--- src/common/gl_params.svh ---
`ifndef GL_PARAMS_SVH
`define GL_PARAMS_SVH

// Framebuffer size in pixels
`define GL_FB_WIDTH 64
`define GL_FB_HEIGHT 32

// Word address into the framebuffer RAM
`define GL_FB_ADDR_W 11

// One color per framebuffer word
`define GL_COLOR_W 32

// Pixel FIFO entries
`define GL_FIFO_DEPTH 8

`endif

--- src/common/gl_pixel_pkg.sv ---
`default_nettype none

`include "gl_params.svh"

package gl_pixel_pkg;

    ////////////////////////////////////////
    // Pixel level types
    ////////////////////////////////////////

    // Screen coordinate, wide enough for both axes
    typedef logic [7:0] coord_t;

    // Color word as written to the framebuffer
    typedef logic [`GL_COLOR_W-1:0] color_t;

    // One pixel produced by the rasterizer
    // 8 + 8 + 32 bits, x in the top byte
    typedef struct packed {
        coord_t x;
        coord_t y;
        color_t color;
    } pixel_rec_t;

endpackage

`default_nettype wire

--- src/hw/rect_raster.sv ---
`timescale 1ns/100ps
`default_nettype none

module rect_raster
    import gl_pixel_pkg::*;
(
    input  wire logic       bram_clk,
    input  wire logic       rst_n,
    input  wire logic       draw_start,
    input  wire coord_t     draw_x0,
    input  wire coord_t     draw_y0,
    input  wire coord_t     draw_x1,
    input  wire coord_t     draw_y1,
    input  wire color_t     draw_color,
    input  wire logic       full,
    input  wire logic       fifo_empty,
    input  wire logic       writer_idle,
    output logic            push,
    output pixel_rec_t      push_rec,
    output logic            draw_busy
);

    logic   active;
    logic   rect_void;
    logic   accept;
    logic   last_x;
    logic   last_y;
    coord_t x0_q;
    coord_t x1_q;
    coord_t y1_q;
    coord_t cur_x;
    coord_t cur_y;
    color_t color_q;

    // Starts are ignored while a draw is still draining
    assign accept = draw_start & ~draw_busy;

    assign last_x = (cur_x == x1_q);
    assign last_y = (cur_y == y1_q);

    // An empty rectangle spends one cycle active and pushes nothing
    assign push     = active & ~rect_void & ~full;
    assign push_rec = '{x: cur_x, y: cur_y, color: color_q};

    // Busy until the last pixel has left the writer
    assign draw_busy = active | ~fifo_empty | ~writer_idle;

    ////////////////////////////////////////
    // Scan control
    ////////////////////////////////////////

    always_ff @(posedge bram_clk)
    begin
        if (!rst_n)
        begin
            active    <= 1'b0;
            rect_void <= 1'b0;
        end
        else if (accept)
        begin
            active    <= 1'b1;
            rect_void <= (draw_x0 > draw_x1) | (draw_y0 > draw_y1);
        end
        else if (active && (rect_void || (push && last_x && last_y)))
        begin
            active <= 1'b0;
        end
    end

    // Corners, color and scan position
    always_ff @(posedge bram_clk)
    begin
        if (accept)
        begin
            x0_q    <= draw_x0;
            x1_q    <= draw_x1;
            y1_q    <= draw_y1;
            color_q <= draw_color;
            cur_x   <= draw_x0;
            cur_y   <= draw_y0;
        end
        else if (push)
        begin
            // x runs fastest, then step down a row
            if (last_x)
            begin
                cur_x <= x0_q;
                cur_y <= cur_y + 8'd1;
            end
            else
            begin
                cur_x <= cur_x + 8'd1;
            end
        end
    end

endmodule

`default_nettype wire

--- config.mk ---
export PLATFORM = sky130hd
export DESIGN_NAME = rect_raster
export DESIGN_NICKNAME = d
export VERILOG_FILES = /design/src/common/gl_pixel_pkg.sv /design/src/hw/rect_raster.sv
export VERILOG_INCLUDE_DIRS = /design/src /design/src/common
export SDC_FILE = /design/constraint.sdc
export NUM_CORES = 1
export LEC_CHECK = 0
export ABC_AREA = 0
export BUFFER_PORTS_ARGS = -buffer_cell sky130_fd_sc_hd__buf_4
export CORE_ASPECT_RATIO = 0.75
export CORE_MARGIN = 8
export CORE_UTILIZATION = 37
export DETAILED_ROUTE_END_ITERATION = 10
export GPL_TIMING_DRIVEN = 1
export HOLD_SLACK_MARGIN = 0.03
export SYNTH_ARGS = -nofsm -noshare
export SYNTH_HDL_FRONTEND = slang
export SYNTH_SLANG_ARGS = --single-unit
export TNS_END_PERCENT = 5
--- constraint.sdc ---
create_clock -name bram_clk -period 2 [get_ports bram_clk]
set_input_delay 0.4 -clock bram_clk [delete_from_list [all_inputs] [get_ports bram_clk]]
set_output_delay 0.4 -clock bram_clk [all_outputs]
set_load 0.05 [all_outputs]
# Yosys cells after proc, flatten, opt, wreduce, memory -nomap -nowiden
# Index checks and enable logic that the tools add are counted.
[word_totals]
out_inout_bits = 50
ff_bits = 74
inputBits = 70
wordCells = 41
[op_classes]
eq_ne = 2
mux = 8
n_reduce_logical = 8
n_lt_le_gt_ge = 2
bitwise_logic = 11
n_addsub = 2
[op_table]
columns = ["cell", "count"]
rows = [
  ["$mux W8", 6],
  ["$add A8 B1 Y8 const B", 2],
  ["$eq A8 B8 Y1", 2],
  ["$gt A8 B8 Y1", 2],
  ["$reduce_bool A2 Y1", 3],
  ["$not A1 Y1", 5],
  ["$and A1 B1 Y1", 3],
  ["$logic_and A1 B1 Y1", 3],
  ["$or A1 B1 Y1", 3],
  ["$mux W1", 2],
  ["$reduce_and A2 Y1", 1],
  ["$logic_or A1 B1 Y1", 1],
]

# Depth between registers and ports, before layout
# Gate-level depths: netlist of the first run.
[depth]
depth_word = 9
ltp_mapped = 7

# Least setup slack after synthesis of the first run
# Ideal clock, no wire load.
[synth_path]
path_kind = "reg-to-reg"
startpoint = "register cur_x[6]"
endpoint = "register cur_y[0], enable pin"
setup_slack_ns = -0.441
path_buffers = 1
stages_incl_launch_ff = 6
t_required_ns = 1.616
period_less_slack_ns = 2.441
t_arrival_ns = 2.057
path_cell_list = "edfxtp_1 > xor2_1 > nor4_1 > nand2_1 > buf_6 > o21ai_0"
[synth_via]
elab_chain_cells = 3
[synth_lines]
columns = ["item", "line", "text"]
rows = [
  ["start, declared", "rect_raster.sv:31", "coord_t cur_x;"],
  ["start signal, assigned", "rect_raster.sv:79", "cur_x <= draw_x0;"],
  ["start signal, assigned", "rect_raster.sv:87", "cur_x <= x0_q;"],
  ["start signal, assigned", "rect_raster.sv:92", "cur_x <= cur_x + 8'd1;"],
  ["$eq A8 B8 Y1", "rect_raster.sv:38", "assign last_x = (cur_x == x1_q);"],
  ["$reduce_bool A2 Y1 (no line)", "--", ""],
  ["$reduce_and A2 Y1 (no line)", "--", ""],
  ["end signal, assigned", "rect_raster.sv:80", "cur_y <= draw_y0;"],
  ["end signal, assigned", "rect_raster.sv:88", "cur_y <= cur_y + 8'd1;"],
  ["end, declared", "rect_raster.sv:32", "coord_t cur_y;"],
]
# Every way passes these cells.
# A chain may end at the register's enable or synchronous reset.

# Worst setup path in the final report of the first run
[layout_path]
startpoint = "register cur_x[1]"
endpoint = "register active"
[layout_via]
elab_chain_cells = 6
[layout_lines]
columns = ["item", "line", "text"]
rows = [
  ["$eq A8 B8 Y1", "rect_raster.sv:38", ""],
  ["$logic_and A1 B1 Y1 (2 in series)", "rect_raster.sv:64", "else if (active && (rect_void || (push && last_x && last_y)))"],
  ["$logic_or A1 B1 Y1", "rect_raster.sv:64", ""],
  ["$logic_and A1 B1 Y1", "rect_raster.sv:64", ""],
  ["$reduce_bool A2 Y1 (no line)", "--", ""],
  ["end signal, assigned", "rect_raster.sv:56", "active <= 1'b0;"],
  ["end signal, assigned", "rect_raster.sv:61", "active <= 1'b1;"],
  ["end signal, assigned", "rect_raster.sv:66", "active <= 1'b0;"],
  ["end, declared", "rect_raster.sv:23", "logic active;"],
]
# Every way passes these cells.

==> impl_metrics.yaml, run 1 <==
status:
  status: "complete, no violations"
clock_tree:
  cts_tree: "built"
  cts_htree_levels: 3
  clock_latency_ps: 330
  cts_num_sinks: 74
  clock_path_buffers: 2
  cts_buffers: 9
  clk_pin_slew_ps: 60
  cts_root_buf: "clkbuf_16"
  cts_hold_buf: 0
sta:
  hold_viol_final: 0
  rsz0062_at_grt: "no"
  post-route-min-period_ps: 1847
  final.setup.tns_ps: 0
  timing.slew.headroom_pct: 74.77
  fmax_mhz: 541.3
  slew_violations: 0
  fin_ws_ps: 152.7
  clock_skew_ps: 5.486
  worst_slew_pin_slew_ps: 377.5
  setup_viol: 0
  finalCritPeriodShare_pct: 92.36
worst_setup_path:
  worstPathArrival_ps: 2050
  worstRegToRegCells: 6
  start_kind: "flip-flop"
  worstReg2RegStart: "cur_x[1]"
  required_ps: 2200
  cp_max_fo: 5
  ff2ff_setup_slack_ps: 150
  crit_type: "reg2reg"
  critPathCaptureType: "flip-flop"
  reg2reg_to: "active"
power_and_ir_drop:
  power.density_mw_per_mm2: 811.0
  vdd_drop_max_v: 0.0005847
  leakage_nw: 1.995
  report.power.total_w: 0.003829
placed_design:
  io_buffer_count: 119
  place_hpwl_microns: 6465
  gp_congestion: 0.7800
  place_inst: 481
  dpl-instance-area_sq_mm: 0.004418
  place_ws_ps: 155.4
hold_path:
  min-delay-start: "draw_color[6]"
  min_to: "color_q[6]"
  min_path_cells: 1
  worstHoldPathType: "in2reg"
cells_and_area:
  nets: 468
  antenna_cells: 0
  area_growth_pct: 42.00
  fin_area_sq_mm: 0.004721
  layout-drive-gt1-share_pct: 39.22
  fillCellCount: 762
  final-instance-count-excl-fill: 497
grt:
  grt_use_total_pct: 13.58
  busiest_layer: "met2"
  grt_pass1_wl_microns: 12950
  met3_usage_pct: 5.335
  grt_pass1_vias: 2396
  antenna_found_initial: 0
  grtUsageMet2_pct: 20.17
  grt_overflow: 0
  grt_max_degree: 32
  grtUsageMet1_pct: 17.36
floorplanning:
  fp-row-count: 30
  die_y_microns: 98.09
  start_util_pct: 37.37
  die_w_microns: 125.5
  die_area_sq_mm: 0.01231
  core_sq_mm: 0.008896
  ios: 120
detailed_routing:
  drc: 0
  drtIter0Drc: 116
  wl_per_cell_microns: 16.25
  wl_microns: 8075
  vias: 2302
  postRouteAntennaNets: 0
  vias_per_cell: 4.632
  first_pass_iters: 4
run:
  drv_cap: 0
synth:
  syn_nets: 331
  syn_avg_cell_area_sq_um: 13.68
  synth_cell_types: 29
  syn_area_sq_mm: 0.003324
  yosysWarnings: 0
  ys_ff_latch: 74
  syn_inst: 243
  synth_seq_area_share_pct: 66.24
-- cell usage in the layout, fill, tap and decap left out, drive strengths merged, types with 3 or more instances in the layout --
| cell type | count |
|---|---|
| a21oi | 11 |
| buf | 130 |
| clkbuf | 9 |
| clkinv | 3 |
| clkinvlp | 3 |
| edfxtp | 72 |
| ha | 18 |
| inv | 20 |
| mux2i | 7 |
| nand2 | 27 |
| nand3 | 9 |
| nand4 | 5 |
| nor2 | 4 |
| nor2b | 3 |
| o21ai | 20 |
| xnor2 | 11 |
| xor2 | 17 |
-- worst max-delay path, stage by stage (launching register included) --
cell      delay [ps]
edfxtp_1         450
xor2_1           170
nor4_1           300
nand2_1          190
buf_4            200
o41ai_2          310
a21boi_1         100
-- kinds of logic (layout without fill, tap and decap cells) --
kind of cell | after synthesis | in the layout | share of synthesized area, %
buffers and inverters | 24 | 166 | 3.048
adders and majority gates | 18 | 18 | 6.775
xor gates and xnor gates | 28 | 28 | 7.377
and+or+nand+nor | 55 | 55 | 7.904
AOI/OAI and AO/OA | 37 | 37 | 6.549
DFF | 74 | 74 | 66.24
muxes | 7 | 7 | 2.108
-- stage by stage --
| stage | hold slack [ps] | utilization, % |
|---|---|---|
| 3_3_place_gp | 523.8 | 49.66 |
| 6_report | 245.5 | 53.07 |
| 2_1_floorplan | 495.2 | - |
| 3_5_place_dp | 551.1 | 49.66 |
| 5_1_grt | 228.1 | 53.07 |
| 4_1_cts | 230.9 | 52.98 |
-- cell type report --
cell class                 instances  area [sq um]  area share (%)
clock buffer                       9         225.2           4.771
clock inverter                     7         70.07           1.484
inverter                          20         75.07           1.590
multi-input combinational        145          1032           21.87
sequential                        74          2202           46.65
tap                              112         140.1           2.968
timing repair buffer             130         975.9           20.67
-- flip-flops by register name, indices dropped and copies added, names as in the netlist --
signal     count
cur_y          8
y1_q           8
rect_void      1
x0_q           8
x1_q           8
active         1
color_q       32
cur_x          8
-- synthesized netlist by cell type --
cell type  number  share of area, %
edfxtp_1       72                65
o41ai_2         1              0.49
inv_1          20               2.3
dfxtp_1         2               1.2
o21ai_1         5              0.75
nor4_1          2              0.38
o21ai_0        15               2.3
nor2b_1         3              0.56
nor3_2          1              0.30
nand2_1        27               3.0
nand3_1         8               1.2
nor3_1          1              0.15
nand4_1         5              0.94
a31oi_1         1              0.19
a41oi_1         1              0.26
nand2b_1        1              0.19
buf_2           3              0.45
nand3_2         1              0.30
and3_1          2              0.38
xor2_1         17               4.5
mux2i_1         7               2.1
xnor2_1        11               2.9
a21boi_1        1              0.23
a21oi_1        11               1.7
nor2_1          4              0.45
ha_1           18               6.8
buf_6           1              0.34
o31a_1          1              0.26
a311oi_2        1              0.45
-- worst max-delay path by stage --
stage / slack [ps] / to / start / depth (start not counted)
2_1_floorplan: -50 / cur_y[0] / cur_x[6] / 5
3_3_place_gp: 170 / cur_y[5] / cur_x[1] / 4
3_5_place_dp: 160 / cur_y[3] / cur_x[1] / 4
4_1_cts: 140 / cur_y[6] / cur_x[1] / 4
5_1_grt: 10 / active / cur_x[1] / 6
6_report: 150 / active / cur_x[1] / 6
-- metal layers --
metal  wire [microns]  share of wire [%]
met5                0                  0
met1             3801                 47
met2             3648                 45
met4               68               0.84
met3              557                6.9
-- what timing repair did --
| item | 4_1_cts | 5_1_grt |
|---|---|---|
| buffers inserted | 0 | 0 |
| setup endpoints to repair | 0 | 2 |
| endpoints found under the hold margin | 0 | 0 |
| resized for setup | 0 | 1 |
-- report_power, final --
| part | internal, W | switching (W) | total, W |
|---|---|---|---|
| sequential | 0.00177 | 0.0000275 | 0.00179 |
| combinational | 0.000207 | 0.000276 | 0.000483 |
| clock | 0.000959 | 0.000594 | 0.00155 |
Note: power is estimated with default switching activity, not from simulation.
==> run 2, diff against run 1 <==
- CORE_MARGIN: 8 -> 5
- CORE_UTILIZATION: 37 -> 45
- PLACE_DENSITY: default -> 0.76
==> run 2 against run 1 <==
  * Non-clock buffer count decreased by 2
  * Via count increased by 2.0%
  * Sequential cell count unchanged
  * Worst hold slack got worse by 22 ps
  * Clock skew decreased by 1.9 ps
  * Maximum frequency decreased by 0.57%
  * Global-route usage increased by 3.9 points
  * Cell area decreased by 1.6%
  * Setup slack got worse by 11 ps
  * Critical path type unchanged
  * Critical endpoint unchanged
  * Largest cell class unchanged
==> impl_metrics.yaml, run 2 (synthesized netlist as in run 1, its figures left out) <==
worst_setup_path:
  slowest_delay_ps: 470
  required_ps: 2230
  start_kind: "flip-flop"
  worstPathArrival_ps: 2090
  crit_path_cell_trace: "xor2_1 -> nor4_1 -> nand2_1 -> buf_4 -> o41ai_2 -> a21boi_1"
  slowest_stage: "edfxtp_1"
  crit_type: "reg2reg"
  critPathCaptureType: "flip-flop"
  cp_max_fo: 10
grt:
  grt_pass1_wl_microns: 12130
  grt_max_degree: 42
  grt_overflow: 0
  grt_use_total_pct: 17.44
  antenna_found_initial: 0
  grt_pass1_vias: 2465
floorplanning:
  core_sq_mm: 0.007263
  die_y_microns: 84.44
  start_util_pct: 45.77
  die_area_sq_mm: 0.009225
  ios: 120
  die_w_microns: 109.3
  fp-row-count: 27
cells_and_area:
  fillCellCount: 557
  antenna_cells: 0
  final-instance-count-excl-fill: 484
  layout_commonest_cell: "buf_4"
  nets: 466
  layout-drive-gt1-share_pct: 38.64
  top_register: "color_q"
  largest_reg_flops: 32
  mostFrequentLayoutCells: "buf_4, edfxtp_1, nand2_1, inv_1, ha_1"
  area_growth_pct: 39.67
  finalCoreUtilization_pct: 63.93
hold_path:
  worstHoldPathType: "in2reg"
clock_tree:
  cts_htree_levels: 3
  cts_setup_buffers: 0
  clk_pin_slew_ps: 80
  clock_latency_ps: 340
  cts_root_buf: "clkbuf_8"
  cts_tree: "built"
  cts_buffers: 9
  cts_num_sinks: 74
  cts_resized: 0
  clock_path_buffers: 2
  cts_hold_buf: 0
placed_design:
  gp_congestion: 0.8541
  io_buffer_count: 119
  place_inst: 468
  place_hpwl_microns: 5997
sta:
  hold_viol_final: 0
  setup_viol: 0
  timing.slew.headroom_pct: 72.95
  slew_violations: 0
  clock_skew_ps: 3.592
  rsz0062_at_grt: "no"
  worst_slew_pin_slew_ps: 405.7
  finalCritPeriodShare_pct: 92.89
  fmax_mhz: 538.3
  post-route-min-period_ps: 1858
power_and_ir_drop:
  power.density_mw_per_mm2: 762.9
  vdd_drop_max_v: 0.0005920
  leakage_nw: 1.965
detailed_routing:
  postRouteAntennaNets: 0
  drc: 0
  wl_per_cell_microns: 15.83
  vias: 2348
  first_pass_iters: 5
  vias_per_cell: 4.851
  wl_microns: 7661
  drtIter0Drc: 51
run:
  drv_cap: 0
status:
  status: "complete, no violations"
==> run 2: cell count changes in the layout (fill, tap and decap cells not counted), moves of 2 or more <==
| cell | change |
|---|---|
| clkinvlp_4 | -2 |
| buf_12 | +3 |
| clkbuf_16 | -9 |
| inv_6 | +2 |
| buf_4 | -5 |
| clkbuf_8 | +9 |
==> run 2: through the flow <==
stage / instance area (sq um) / hold slack, ps / TNS, ps / worst slack, ps / total power, W
2_1_floorplan: 3328 / 495.2 / -2948 / -53.26 / 0.002083
3_3_place_gp: 4427 / 514.5 / 0 / 259.4 / 0.002301
3_5_place_dp: 4427 / 535.7 / 0 / 141.7 / 0.002318
4_1_cts: 4643 / 201.7 / 0 / 127.9 / 0.003584
5_1_grt: 4643 / 185.2 / 0 / 38.73 / 0.003706
6_report: 4643 / 224.0 / 0 / 142.2 / 0.003542
==> run 2: routing by layer <==
metal	global-route usage, %	up-vias	routed length (microns)
met3	8.378	14	714
met2	27.76	85	3627
met1	20.90	1099	3180
met5	0	-	0
met4	5.549	0	138
li1	-	1150	-
==> run 2: worst max-delay path: cells and delay by family, from the launching register on <==
| kind | cells | cell delay (ps) |
|---|---|---|
| compound gates | 2 | 420 |
| xor+xnor | 1 | 200 |
| buf+inv | 1 | 230 |
| flops | 1 | 470 |
| simple gates | 2 | 430 |
==> run 2: cell type report <==
class	instances	area (sq um)	share of cell area [%]
Inverter	20	75.07	1.617
Sequential cell	74	2202	47.43
Clock buffer	10	127.6	2.749
Tap cell	101	126.4	2.722
Timing Repair Buffer	128	998.5	21.50
Clock inverter	6	88.84	1.913
Multi-Input combinational cell	145	1025	22.07
==> run 2: where the power goes <==
group	internal, W	switching (W)
registers	0.00176	0.0000274
logic	0.000213	0.000279
clock network	0.000707	0.000554
==> run 2: final timing paths <==
check | slack (ps) | cells after the start | start | to
min | 220 | 1 | draw_color[1] | color_q[1]
min reg2reg | 560 | 3 | rect_void | active
max | 140 | 6 | cur_x[3] | active
max reg2reg | 140 | 6 | cur_x[3] | active
==> run 3, diff against run 2 <==
- CELL_PAD_IN_SITES_DETAIL_PLACEMENT: default -> 0
- CELL_PAD_IN_SITES_GLOBAL_PLACEMENT: default -> 1
- CORE_ASPECT_RATIO: 0.75 -> default
- CORE_UTILIZATION: 45 -> 35
- PLACE_DENSITY: 0.76 -> default
- PLACE_DENSITY_LB_ADDON: default -> 0.1
- REMOVE_ABC_BUFFERS: default -> 1
==> run 3 against run 2 <==
  * Core utilization decreased by 13 points
  * Cell count increased by 6.2%
  * Largest cell class unchanged
  * Sequential power about the same
==> impl_metrics.yaml, run 3 (synthesized netlist as in run 1, its figures left out) <==
status:
  status: "complete, no violations"
power_and_ir_drop:
  swShare_pct: 24.28
  leakage_nw: 1.966
  clkPwrFrac_pct: 35.7
  switchingPower_w: 0.0008560
  vdd_drop_max_v: 0.0003184
  power.density_mw_per_mm2: 755.7
  intPower_w: 0.002670
  pwr-share-seq_pct: 50.7
  p_comb_share_pct: 13.6
cells_and_area:
  largest_reg_flops: 32
  top_register: "color_q"
  layout-drive-gt1-share_pct: 39.22
  layout_commonest_cell: "buf_4"
  area_growth_pct: 40.35
  finalCoreUtilization_pct: 50.49
  antenna_cells: 0
  mostFrequentLayoutCells: "buf_4, edfxtp_1, nand2_1, inv_1, ha_1"
  final-instance-count-excl-fill: 514
  nets: 468
  fin_area_sq_mm: 0.004666
  fillCellCount: 820
sta:
  clock_skew_ps: 14.69
  fmax_mhz: 554.8
  post-route-min-period_ps: 1802
  timing.slew.headroom_pct: 70.92
  hold_viol_final: 0
  worst_slew_pin_slew_ps: 435.2
  rsz0062_at_grt: "no"
  slew_violations: 0
  setup_viol: 0
  finalCritPeriodShare_pct: 90.12
detailed_routing:
  wl_microns: 7559
  vias: 2323
  first_pass_iters: 5
  postRouteAntennaNets: 0
  drtIter0Drc: 75
  drc: 0
  vias_per_cell: 4.519
  wl_per_cell_microns: 14.71
worst_setup_path:
  slowest_delay_ps: 460
  cp_max_fo: 6
  required_ps: 2080
  cp_top_family: "flip-flops"
  start_kind: "flip-flop"
  crit_type: "reg2reg"
  critPathCaptureType: "flip-flop"
  path_buf_inv: 1
  crit_path_cell_trace: "xor2_1 -> nor4_1 -> nand2_1 -> buf_4 -> mux2i_1 -> o21ai_1"
  slowest_stage: "edfxtp_1"
  worstPathArrival_ps: 1880
floorplanning:
  die_w_microns: 107.5
  die_y_microns: 107.5
  fp-row-count: 35
  core_sq_mm: 0.009240
  start_util_pct: 35.98
  ios: 120
  die_area_sq_mm: 0.01155
clock_tree:
  clk_pin_slew_ps: 80
  cts_root_buf: "clkbuf_8"
  clock_latency_ps: 340
  cts_resized: 0
  cts_hold_buf: 0
  cts_htree_levels: 3
  cts_tree: "built"
  cts_buffers: 9
  cts_setup_buffers: 0
  clock_path_buffers: 2
  cts_num_sinks: 74
grt:
  antenna_found_initial: 0
  grt_max_degree: 74
  grt_pass1_vias: 2231
  grt_pass1_wl_microns: 11550
  grt_overflow: 0
  grt_use_total_pct: 13.14
placed_design:
  place_inst: 498
  gp_congestion: 0.7763
  place_hpwl_microns: 5752
  dpl-instance-area_sq_mm: 0.004448
  io_buffer_count: 119
hold_path:
  worstHoldPathType: "in2reg"
run:
  drv_cap: 0
-- run 3: worst paths after layout --
path                                      from     endpoint  slack [ps]  depth (start not counted)
worst max-delay path                  cur_x[6]     cur_x[2]         200                          6
worst min-delay path            draw_color[15]  color_q[15]         240                          1
worst max register to register        cur_x[6]     cur_x[2]         200                          6
worst min register to register       rect_void       active         530                          3
-- run 3: final cells by class --
class	count	area, sq um	share of cell area (%)
repair buffers	130	988.4	21.19
well taps	129	161.4	3.459
flip-flops and latches	74	2202	47.20
clock buffers	9	123.9	2.655
multi-input cells	145	1021	21.88
clock inverters	7	93.84	2.011
inverters	20	75.07	1.609
-- run 3: routing by layer --
layer / up-vias / GRT usage (%) / wire length, microns
li1: 1157 / - / -
met1: 1059 / 18.02 / 3541
met2: 98 / 19.21 / 3233
met3: 9 / 4.139 / 684
met4: 0 / 5.410 / 99
met5: - / 0 / 0
-- run 3: power groups by stage --
stage               Clock, W  Sequential [W]  Combinational [W]
floorplan                  0         0.00193           0.000150
global placement           0         0.00182           0.000483
detailed placement         0         0.00182           0.000488
CTS                  0.00129         0.00179           0.000490
global route         0.00136         0.00179           0.000528
finish               0.00126         0.00179           0.000480
-- run 3: stage by stage --
stage	setup TNS [ps]	total power, W	hold slack [ps]	setup slack [ps]
3_3_place_gp	0	0.002307	518.0	257.7
4_1_cts	0	0.003573	213.0	173.1
3_5_place_dp	0	0.002312	524.2	186.9
6_report	0	0.003526	235.3	197.7
5_1_grt	0	0.003682	210.9	6.768
2_1_floorplan	-55970	0.002083	495.2	-834.8
